`config.mk`:
```
export PLATFORM = sky130hd
export DESIGN_NAME = slam_accel_top
export DESIGN_NICKNAME = d
export VERILOG_FILES = /design/src/slam_pkg.sv /design/src/seq_if.sv /design/src/stage_ctrl.sv /design/src/pose_update.sv /design/src/landmark_store.sv /design/src/plb_writer.sv /design/src/slam_accel_top.sv
export VERILOG_INCLUDE_DIRS = /design/src /design/src/src
export SDC_FILE = /design/constraint.sdc
export NUM_CORES = 2
export LEC_CHECK = 0
export BUFFER_PORTS_ARGS = -buffer_cell sky130_fd_sc_hd__buf_4
export CORE_MARGIN = 2
export CORE_UTILIZATION = 40
export CTS_CLUSTER_SIZE = 25
export DETAILED_ROUTE_END_ITERATION = 16
export PLACE_DENSITY = 0.7
export SLEW_MARGIN = 20
export SYNTH_ARGS = -nofsm -noshare
export SYNTH_HDL_FRONTEND = slang
export SYNTH_SLANG_ARGS = --single-unit
```
`constraint.sdc`:
```
create_clock -name clk -period 3.9 [get_ports clk]
set_input_delay 0.39 -clock clk [delete_from_list [all_inputs] [get_ports clk]]
set_output_delay 0.39 -clock clk [all_outputs]
set_load 0.03 [all_outputs]
```
`src/slam_consts.svh`:
```
`ifndef SLAM_CONSTS_SVH
`define SLAM_CONSTS_SVH

// signed state word width
`define SLAM_DW        32

// landmark slot index and slot count
`define LM_IDX_W       4
`define LM_DEPTH       16

// host bram port
`define PLB_AW         10
// pose x, y, theta at base, base+1, base+2
`define PLB_POSE_BASE  0
// slot s at base+2s (x) and base+2s+1 (y)
`define PLB_LM_BASE    16

// words per write-back
`define POSE_WORDS     3
`define LM_WORDS       2
// counter wide enough for the longer burst
`define WB_CNT_W       2

`endif

```
`src/slam_pkg.sv`:
```
`default_nettype none

`include "slam_consts.svh"

package slam_pkg;

  // stage codes seen on the host handshake
  // codes 3..7 belong to stages this block does not run
  typedef enum logic [2:0] {
    STAGE_IDLE = 3'd0,
    STAGE_PRD  = 3'd1,
    STAGE_NEW  = 3'd2
  } stage_e;

  // robot pose, x in the top word
  typedef struct packed {
    logic signed [`SLAM_DW-1:0] x;
    logic signed [`SLAM_DW-1:0] y;
    logic signed [`SLAM_DW-1:0] theta;
  } pose_t;

endpackage

`default_nettype wire

```
`src/seq_if.sv`:
```
`timescale 1ns/1ns
`default_nettype none

// sequencing strobes between stage_ctrl and the datapath
interface seq_if;

  // capture pulses, high in the cycle done arrives
  logic cap_pose;
  logic cap_lm;
  // write-back kick and kind
  logic wb_start;
  logic wb_is_lm;
  // last word on the bram port
  logic wb_done;

  modport ctrl (
    output cap_pose, cap_lm, wb_start, wb_is_lm,
    input  wb_done
  );

  modport dp (
    input  cap_pose, cap_lm, wb_start, wb_is_lm,
    output wb_done
  );

endinterface

`default_nettype wire

```
`src/stage_ctrl.sv`:
```
`timescale 1ns/1ns
`default_nettype none

`include "slam_consts.svh"

module stage_ctrl import slam_pkg::*; (
  input  wire    clk,
  input  wire    sys_rst,
  // host stage handshake
  input  stage_e i_stage_val,
  output stage_e o_stage_rdy,
  // nonlinear unit exchange
  input  wire    i_done_predict,
  input  wire    i_done_newlm,
  output logic   o_init_predict,
  output logic   o_init_newlm,
  // strobes to the datapath
  seq_if.ctrl    seq
);

  typedef enum logic [2:0] {
    S_IDLE,
    S_START,
    S_WAIT,
    S_WB,
    S_DONE
  } state_e;

  state_e state;
  // accepted stage code, held until the stage finishes
  stage_e stage_q;
  logic   wb_start_q;
  logic   is_prd;
  logic   is_new;
  logic   cap_any;

  assign is_prd = (stage_q == STAGE_PRD);
  assign is_new = (stage_q == STAGE_NEW);

  // single init cycle right after the code is taken
  assign o_init_predict = (state == S_START) && is_prd;
  assign o_init_newlm   = (state == S_START) && is_new;

  // results are only valid while done is high, so capture straight off it
  assign seq.cap_pose = (state == S_WAIT) && is_prd && i_done_predict;
  assign seq.cap_lm   = (state == S_WAIT) && is_new && i_done_newlm;
  assign cap_any      = seq.cap_pose || seq.cap_lm;

  assign seq.wb_start = wb_start_q;
  assign seq.wb_is_lm = is_new;

  // echo the code for the single DONE cycle
  assign o_stage_rdy = (state == S_DONE) ? stage_q : STAGE_IDLE;

  always_ff @(posedge clk) begin
    if (sys_rst) begin
      state      <= S_IDLE;
      stage_q    <= STAGE_IDLE;
      wb_start_q <= 1'b0;
    end else begin
      // kick write-back one cycle after the capture edge
      wb_start_q <= cap_any;
      case (state)
        S_IDLE: begin
          // other codes are left alone
          if (i_stage_val == STAGE_PRD || i_stage_val == STAGE_NEW) begin
            stage_q <= i_stage_val;
            state   <= S_START;
          end
        end
        S_START: begin
          state <= S_WAIT;
        end
        S_WAIT: begin
          // the unit may take any number of cycles
          if (cap_any) begin
            state <= S_WB;
          end
        end
        S_WB: begin
          if (seq.wb_done) begin
            state <= S_DONE;
          end
        end
        S_DONE: begin
          stage_q <= STAGE_IDLE;
          state   <= S_IDLE;
        end
        default: begin
          state <= S_IDLE;
        end
      endcase
    end
  end

endmodule

`default_nettype wire

```
`src/pose_update.sv`:
```
`timescale 1ns/1ns
`default_nettype none

`include "slam_consts.svh"

module pose_update import slam_pkg::*; (
  input  wire                       clk,
  input  wire                       sys_rst,
  seq_if.dp                         seq,
  // predict increments from the nonlinear unit
  // result_1 is dtheta, result_2 is dx, result_3 is dy
  input  wire signed [`SLAM_DW-1:0] i_result_1,
  input  wire signed [`SLAM_DW-1:0] i_result_2,
  input  wire signed [`SLAM_DW-1:0] i_result_3,
  output pose_t                     o_pose
);

  pose_t pose_q;

  // robot starts at the origin
  // all three sums wrap at the word width
  always_ff @(posedge clk) begin
    if (sys_rst) begin
      pose_q <= '0;
    end else if (seq.cap_pose) begin
      pose_q.x     <= pose_q.x + i_result_2;
      pose_q.y     <= pose_q.y + i_result_3;
      pose_q.theta <= pose_q.theta + i_result_1;
    end
  end

  // pose goes to the host, the landmark store and the writer
  assign o_pose = pose_q;

endmodule

`default_nettype wire

```
`src/landmark_store.sv`:
```
`timescale 1ns/1ns
`default_nettype none

`include "slam_consts.svh"

module landmark_store import slam_pkg::*; (
  input  wire                        clk,
  input  wire                        sys_rst,
  seq_if.dp                          seq,
  // slot under work, also the read select
  input  wire        [`LM_IDX_W-1:0] i_l_k,
  input  pose_t                      i_pose,
  // offsets from the robot
  // result_3 along x and result_2 along y
  input  wire signed [`SLAM_DW-1:0]  i_result_2,
  input  wire signed [`SLAM_DW-1:0]  i_result_3,
  output logic signed [`SLAM_DW-1:0] o_lkx,
  output logic signed [`SLAM_DW-1:0] o_lky
);

  logic signed [`SLAM_DW-1:0] lm_x [`LM_DEPTH];
  logic signed [`SLAM_DW-1:0] lm_y [`LM_DEPTH];

  // empty map reads back as zero
  always_ff @(posedge clk) begin
    if (sys_rst) begin
      for (int i = 0; i < `LM_DEPTH; i++) begin
        lm_x[i] <= '0;
        lm_y[i] <= '0;
      end
    end else if (seq.cap_lm) begin
      // placed relative to the pose held before this stage
      lm_x[i_l_k] <= i_pose.x + i_result_3;
      lm_y[i_l_k] <= i_pose.y + i_result_2;
    end
  end

  // async read
  // the nonlinear unit and the writer both look at slot l_k
  assign o_lkx = lm_x[i_l_k];
  assign o_lky = lm_y[i_l_k];

endmodule

`default_nettype wire

```
`src/plb_writer.sv`:
```
`timescale 1ns/1ns
`default_nettype none

`include "slam_consts.svh"

module plb_writer import slam_pkg::*; (
  input  wire                        clk,
  input  wire                        sys_rst,
  seq_if.dp                          seq,
  input  wire        [`LM_IDX_W-1:0] i_l_k,
  input  pose_t                      i_pose,
  input  wire signed [`SLAM_DW-1:0]  i_lkx,
  input  wire signed [`SLAM_DW-1:0]  i_lky,
  // host bram, write only
  output logic                       o_plb_en,
  output logic                       o_plb_we,
  output logic       [`PLB_AW-1:0]   o_plb_addr,
  output logic signed [`SLAM_DW-1:0] o_plb_din
);

  logic                 busy;
  logic [`WB_CNT_W-1:0] word_idx;
  logic [`WB_CNT_W-1:0] last_idx;
  logic [`PLB_AW-1:0]   base_addr;
  logic                 last_word;

  // burst length by kind
  assign last_idx = seq.wb_is_lm ? `WB_CNT_W'(`LM_WORDS - 1)
                                 : `WB_CNT_W'(`POSE_WORDS - 1);

  // two words per landmark slot
  assign base_addr = seq.wb_is_lm ? `PLB_AW'(`PLB_LM_BASE + 2 * i_l_k)
                                  : `PLB_AW'(`PLB_POSE_BASE);

  assign last_word = busy && (word_idx == last_idx);

  always_ff @(posedge clk) begin
    if (sys_rst) begin
      busy     <= 1'b0;
      word_idx <= '0;
    end else if (seq.wb_start) begin
      busy     <= 1'b1;
      word_idx <= '0;
    end else if (busy) begin
      if (last_word) begin
        busy     <= 1'b0;
        word_idx <= '0;
      end else begin
        word_idx <= word_idx + 1'b1;
      end
    end
  end

  // one write per busy cycle, no stalls from the bram
  assign o_plb_en   = busy;
  assign o_plb_we   = busy;
  assign o_plb_addr = base_addr + `PLB_AW'(word_idx);

  // pose order x, y, theta
  // landmark order x, y
  always_comb begin
    if (seq.wb_is_lm) begin
      o_plb_din = (word_idx == '0) ? i_lkx : i_lky;
    end else begin
      case (word_idx)
        `WB_CNT_W'(0): o_plb_din = i_pose.x;
        `WB_CNT_W'(1): o_plb_din = i_pose.y;
        default:       o_plb_din = i_pose.theta;
      endcase
    end
  end

  // flagged together with the last word
  assign seq.wb_done = last_word;

endmodule

`default_nettype wire

```
`src/slam_accel_top.sv`:
```
`timescale 1ns/1ns
`default_nettype none

`include "slam_consts.svh"

module slam_accel_top import slam_pkg::*; (
  input  wire                         clk,
  input  wire                         sys_rst,
  // host stage handshake
  input  wire         [2:0]           i_stage_val,
  output logic        [2:0]           o_stage_rdy,
  input  wire         [`LM_IDX_W-1:0] i_l_k,
  // nonlinear unit
  output logic                        o_init_predict,
  output logic                        o_init_newlm,
  input  wire                         i_done_predict,
  input  wire                         i_done_newlm,
  // result_0 feeds only the update stage, which is not here
  input  wire signed  [`SLAM_DW-1:0]  i_result_0,
  input  wire signed  [`SLAM_DW-1:0]  i_result_1,
  input  wire signed  [`SLAM_DW-1:0]  i_result_2,
  input  wire signed  [`SLAM_DW-1:0]  i_result_3,
  // state seen by the nonlinear unit
  output logic signed [`SLAM_DW-1:0]  o_xk,
  output logic signed [`SLAM_DW-1:0]  o_yk,
  output logic signed [`SLAM_DW-1:0]  o_xita,
  output logic signed [`SLAM_DW-1:0]  o_lkx,
  output logic signed [`SLAM_DW-1:0]  o_lky,
  // host bram
  output logic                        o_plb_en,
  output logic                        o_plb_we,
  output logic        [`PLB_AW-1:0]   o_plb_addr,
  output logic signed [`SLAM_DW-1:0]  o_plb_din
);

  seq_if u_seq ();

  pose_t  pose;
  stage_e stage_rdy;

  stage_ctrl u_stage_ctrl (
    .clk            (clk),
    .sys_rst        (sys_rst),
    .i_stage_val    (stage_e'(i_stage_val)),
    .o_stage_rdy    (stage_rdy),
    .i_done_predict (i_done_predict),
    .i_done_newlm   (i_done_newlm),
    .o_init_predict (o_init_predict),
    .o_init_newlm   (o_init_newlm),
    .seq            (u_seq.ctrl)
  );

  pose_update u_pose_update (
    .clk        (clk),
    .sys_rst    (sys_rst),
    .seq        (u_seq.dp),
    .i_result_1 (i_result_1),
    .i_result_2 (i_result_2),
    .i_result_3 (i_result_3),
    .o_pose     (pose)
  );

  landmark_store u_landmark_store (
    .clk        (clk),
    .sys_rst    (sys_rst),
    .seq        (u_seq.dp),
    .i_l_k      (i_l_k),
    .i_pose     (pose),
    .i_result_2 (i_result_2),
    .i_result_3 (i_result_3),
    .o_lkx      (o_lkx),
    .o_lky      (o_lky)
  );

  // writer reads the landmark slot back through the top outputs
  plb_writer u_plb_writer (
    .clk        (clk),
    .sys_rst    (sys_rst),
    .seq        (u_seq.dp),
    .i_l_k      (i_l_k),
    .i_pose     (pose),
    .i_lkx      (o_lkx),
    .i_lky      (o_lky),
    .o_plb_en   (o_plb_en),
    .o_plb_we   (o_plb_we),
    .o_plb_addr (o_plb_addr),
    .o_plb_din  (o_plb_din)
  );

  assign o_stage_rdy = stage_rdy;
  assign o_xk        = pose.x;
  assign o_yk        = pose.y;
  assign o_xita      = pose.theta;

endmodule

`default_nettype wire

```
---- Yosys cells after proc, flatten, opt, wreduce, memory -nomap -nowiden ----
Memories as Yosys holds them, arrays and structs flattened.
Cells that the tools add are included.
storage, ports and cells
  input bits .............................. 139
  output and inout bits ................... 209
  memories ................................ 2
  memory bits (writable) .................. 1024
  register bits ........................... 106
  word-level logic and storage cells ...... 75
operators by class
  reduce and logical (&&, ||, !) cells .... 17
  add/subtract/negate cells ............... 8
  multiplexer cells ....................... 27
  eq/ne operators ......................... 13
memories
  name                   words  width  rd ports  clocked after memory_dff  wr ports  RTL line              text
  u_landmark_store.lm_x  16     32     1         0                         16        landmark_store.sv:21  logic signed [`SLAM_DW-1:0] lm_x [`LM_DEPTH];
  u_landmark_store.lm_y  16     32     1         0                         16        landmark_store.sv:22  logic signed [`SLAM_DW-1:0] lm_y [`LM_DEPTH];
operator list
  cell                                                   number
  adder 32 bit                                           5
  2-to-1 mux 32 bit                                      4
  case mux 32 bit (2 select lines)                       1
  OR reduction 32 bit                                    2
  2-to-1 mux 3 bit                                       5
  == test 3 x 2 -> 1 bit, second input constant          4
  case mux 3 bit (4 select lines)                        1
  adder 10 x 2 -> 10 bit                                 1
  2-to-1 mux 1 bit                                       10
  2-to-1 mux 10 bit                                      1
  == test 3 x 1 -> 1 bit, second input constant          3
  2-to-1 mux 4 bit                                       2
  logical AND 1 bit                                      7
  adder 5 x 5 -> 6 bit, first input constant             1
  inequality test 2 x 1 -> 1 bit, second input constant  3
  case mux 3 bit (2 select lines)                        1
  2-to-1 mux 2 bit                                       2
  == test 3 bit, second input constant                   1
  zero test 3 bit                                        1
  AND reduction 3 bit                                    1
  adder 2 x 1 -> 2 bit, second input constant            1
  == test 2 x 1 -> 1 bit, second input constant          1
  == test 2 bit                                          1
  zero test 2 bit                                        1
  other kinds (4)                                        5

---- Depth between registers and ports, before layout ----
  depth after elaboration ................. 8
  gate-level depth with buffers ........... 13
  depth with buffers taken out ............ 12

---- Worst setup path after synthesis ----
No wires, ideal clock.
  kind .................................... register -> register
  start ................................... register u_stage_ctrl.stage_q[1]
  end ..................................... memory u_landmark_store.lm_x[3][0] in the netlist's numbering, enable pin
  setup slack ............................. 0.148 ns
  arrival time ............................ 3.320 ns
  period minus slack after synthesis ...... 3.752 ns
  stages on the path, launching flop included .. 9
  buffers on the path ..................... 2
  required time ........................... 3.467 ns
  setup time .............................. 0.433 ns
  cells stage by stage .................... dfxtp_1 > clkbuf_1 > nand3_1 > nor4b_1 > nor2b_1 > nor2b_1 > nand3_1 > clkbuf_1 > nand2b_1
RTL lines
  element                   RTL line              text
  start: declaration        stage_ctrl.sv:31      stage_e stage_q;
  start signal: assignment  stage_ctrl.sv:67      stage_q <= i_stage_val;
  end: declaration          landmark_store.sv:21

---- Final worst setup path ----
  start ................................... register u_plb_writer.word_idx[1]
  end ..................................... output port o_plb_din[29]
between the ends
  word-level cells in the longest chain between the ends .. 3
  elaborated cells on any way between the ends .. 5
  those cells by class .................... 1 x eq/ne; 3 x mux; 1 x reduce/logical
RTL lines
  element                                                                       RTL line                            text
  start: declaration                                                            plb_writer.sv:22                    logic [`WB_CNT_W-1:0] word_idx;
  start signal: assignment                                                      plb_writer.sv:49                    word_idx <= word_idx + 1'b1;
  == test 2 x 1 -> 1 bit / zero test 2 bit (equally long branches)              plb_writer.sv:65, plb_writer.sv:63
  case mux 32 bit (2 select lines) / 2-to-1 mux 32 bit (equally long branches)  plb_writer.sv:65, plb_writer.sv:63
  2-to-1 mux 32 bit (*)                                                         plb_writer.sv:62                    if (seq.wb_is_lm) begin
  end: declaration                                                              slam_accel_top.sv:33                output logic signed [`SLAM_DW-1:0] o_plb_din
Mark *: on every way between the ends. The rest lies on a longest branch, timed or not.

==> impl_metrics.toml <==
[yosys]
synth.cell_area_um2 = 55700
synth_seq_cells = 1130
async_flop_share = 0
netlist.area_leader.share = 0.552
synth_top_area_cell = "edfxtp_1"
ys_warn_count = 0
synth.area.top_cells = "edfxtp_1 (55%), mux4_2 (13%), nor2_1 (7.5%)"
yosys.cell_types.count = 81
synth_top_flop_cell = "edfxtp_1"
synth_edf_count = 1024
synthCells = 4325
synth.avg_cell_area_um2 = 12.9
ys_seq_area_frac = 0.590

[global_routing]
grt_max_degree = 108
grt.total_usage = 0.264
antenna_found_initial = 12
grt_pass1_vias = 38400
grt_pass1_wl_um = 271000
overflow = 0

[sta]
fin_crit_sh = 1.01
fmax_mhz = 253
tightestPinTransition_ps = 1210
layout_setup_ws_ps = -54.8
fin_skew_ps = 37.2
slew_headroom = 0.194
rsz0062_at_grt = "no"
layout_min_cycle_time_ps = 3950
hold_viol = 0
slew_violations = 0
setup_viol = 2

[clocking]
cts_tree = "yes"
clkTransAtPathRegs_ps = 60
clk-insertion-delay-late_ps = 710
clock-sinks = 1130
root_buffer = "clkbuf_16"
max-clock-path-buffers = 3
numCtsBuffers = 114
htreeDepth = 3

[layout]
area_growth_syn_to_layout_pct = 17.7
final_util = 0.476
nets = 4955
layout-drive-gt1-share = 0.234
layout.cells.non_filler = 6544

[route]
drt-initial-drc-count = 5652
drc = 0
via_per_inst = 6.10
vias = 39900
ant_nets = 0
wire_per_inst_um = 29.2
routed_wl_um = 191000
drt_pre_antenna_iters = 8

[setup_path]
worstPathRequired_ps = 3510
cp_max_fo = 33
end_kind = "output pin"
crit_arrival_ps = 3560
startpoint_type = "flop"
crit_type = "flop to output pin"

[power]
clockPowerShare = 0.404
p_int_mw = 21.1
peakVddDrop_mv = 0.379
power_mw = 27.9
p_seq_frac = 0.489
switching_share = 0.244
power_frac_comb = 0.107
p_sw_mw = 6.79
p_leak_nw = 25.3
power_density_nw_per_um2 = 425

[placed_design]
post-place-cells = 6325
io_buffers = 311
post-place-ws_ps = -118
dpl.hpwl_um = 124000
gp_congestion = 0.926

[status]
violations = "setup timing"
run_status = "finished with violations"

[flow_run]
drv_cap = 0

[floorplan]
die_area_um2 = 142000
core_um2 = 138000
dieHeight_um = 377
ios = 348
die_w_um = 377
initial_core_util = 0.404
std_cell_rows = 136

[hold_path]
hold_path_class = "primary input to flop"
## cell usage in the layout, fill, tap and decap left out, drive strengths merged, types with 7 or more instances in the layout
cell type / n
a31oi: 17
nand4: 23
or3: 7
a21oi: 253
mux4: 320
o21a: 10
bufinv: 14
a21o: 86
nor2: 1108
nand2: 209
edfxtp: 1024
and3: 20
clkbuf: 141
xor2: 50
clkinv: 46
o21ai: 67
inv: 49
and2: 9
nor3: 15
o21bai: 29
nand3: 25
a211oi: 57
xnor2: 93
o211ai: 7
nor2b: 27
mux2i: 38
a22o: 51
dfxtp: 106
nor4: 10
ha: 159
nand2b: 34
a221oi: 8
buf: 538
## worst max-delay path: stages (launching register included)
cell and delay [ps]:
dfxtp_1 310, buf_4 240, inv_1 120, ha_1 230, buf_12 170, a22o_1 240
a211oi_1 820, a21oi_1 380, buf_4 290
## area by class of cell
class	count	area (um^2)
Sequential cell	1130	32900
Timing Repair Buffer	541	4840
Multi-Input combinational cell	2819	21700
Tap cell	1794	2240
Inverter	46	173
Clock inverter	68	722
Antenna cell	5	12.5
Fill cell	11900	72200
Clock buffer	141	3070
## power by group through the flow
stage	sequential [mW]	combinational, mW	clock [mW]
after global placement	13.9	2.92	0
after CTS	13.6	2.95	11.3
after detailed placement	13.9	2.94	0
final	13.6	2.98	11.3
after global routing	13.7	3.08	11.8
after floorplan	13.9	1.59	0
## through the flow
| stage | TNS [ps] | instance area (um^2) | hold WS [ps] |
|---|---|---|---|
| after CTS | 0 | 65600 | 34.2 |
| after floorplan | 0 | 55800 | 416 |
| after global placement | -2020 | 61800 | 433 |
| after global routing | 0 | 65600 | 52.2 |
| after detailed placement | -1630 | 61800 | 439 |
| final | -81.5 | 65600 | 62.6 |
## kinds of logic after synthesis
logic type	count (synthesis)	share of synthesized area
flops	1130	0.590
compound gates	638	0.0761
simple gates	1510	0.110
buf+inv	379	0.0270
other cells	1	0.0000673
mux	360	0.137
fa+ha+maj	164	0.0375
xor+xnor	143	0.0231
## worst paths after layout
check,from,end,slack (ps),depth (start not counted)
hold / removal,i_result_1[0],u_pose_update.o_pose[0],60,4
setup reg to reg,u_pose_update.o_pose[32],u_landmark_store.lm_y[12][24],110,13
hold reg to reg,u_stage_ctrl.seq.wb_start,u_plb_writer.word_idx[0],440,1
setup / recovery,u_plb_writer.word_idx[1],o_plb_din[29],-50,8
## sequential cells by signal (all words and copies together), names as in the netlist
register,count
u_landmark_store.lm_x,512
u_landmark_store.lm_y,512
u_plb_writer.o_plb_en,1
u_plb_writer.word_idx,2
u_pose_update.o_pose,96
u_stage_ctrl.seq.wb_start,1
u_stage_ctrl.stage_q,3
u_stage_ctrl.state,3
## per-layer routing
metal / vias up / GRT usage / part of all wire
li1: 16700 / - / -
met2: 2842 / 0.412 / 0.45
met5: - / 0 / 0.00056
met4: 16 / 0.104 / 0.044
met1: 20000 / 0.349 / 0.37
met3: 428 / 0.0739 / 0.13
## cell usage after synthesis (27+ instances only)
cell type,number
o21ai_0,59
clkbuf_1,244
buf_1,57
o21bai_1,29
a21o_1,85
dfxtp_1,106
nand2_1,209
ha_1,159
a22o_1,51
xnor2_1,92
mux2i_1,38
edfxtp_1,1024
inv_1,46
xor2_1,46
a21oi_1,245
nor2_1,1108
a211oi_1,54
nor2b_1,27
mux4_2,320
nand2b_1,34
## what timing repair did
item	4_1_cts	5_1_grt
buffers inserted	0	2
endpoints found under the setup margin	0	46
hold buffers	3	0
resized for setup	0	2
endpoints found under the hold margin	3	0
(Power assumes the default switching activity.)
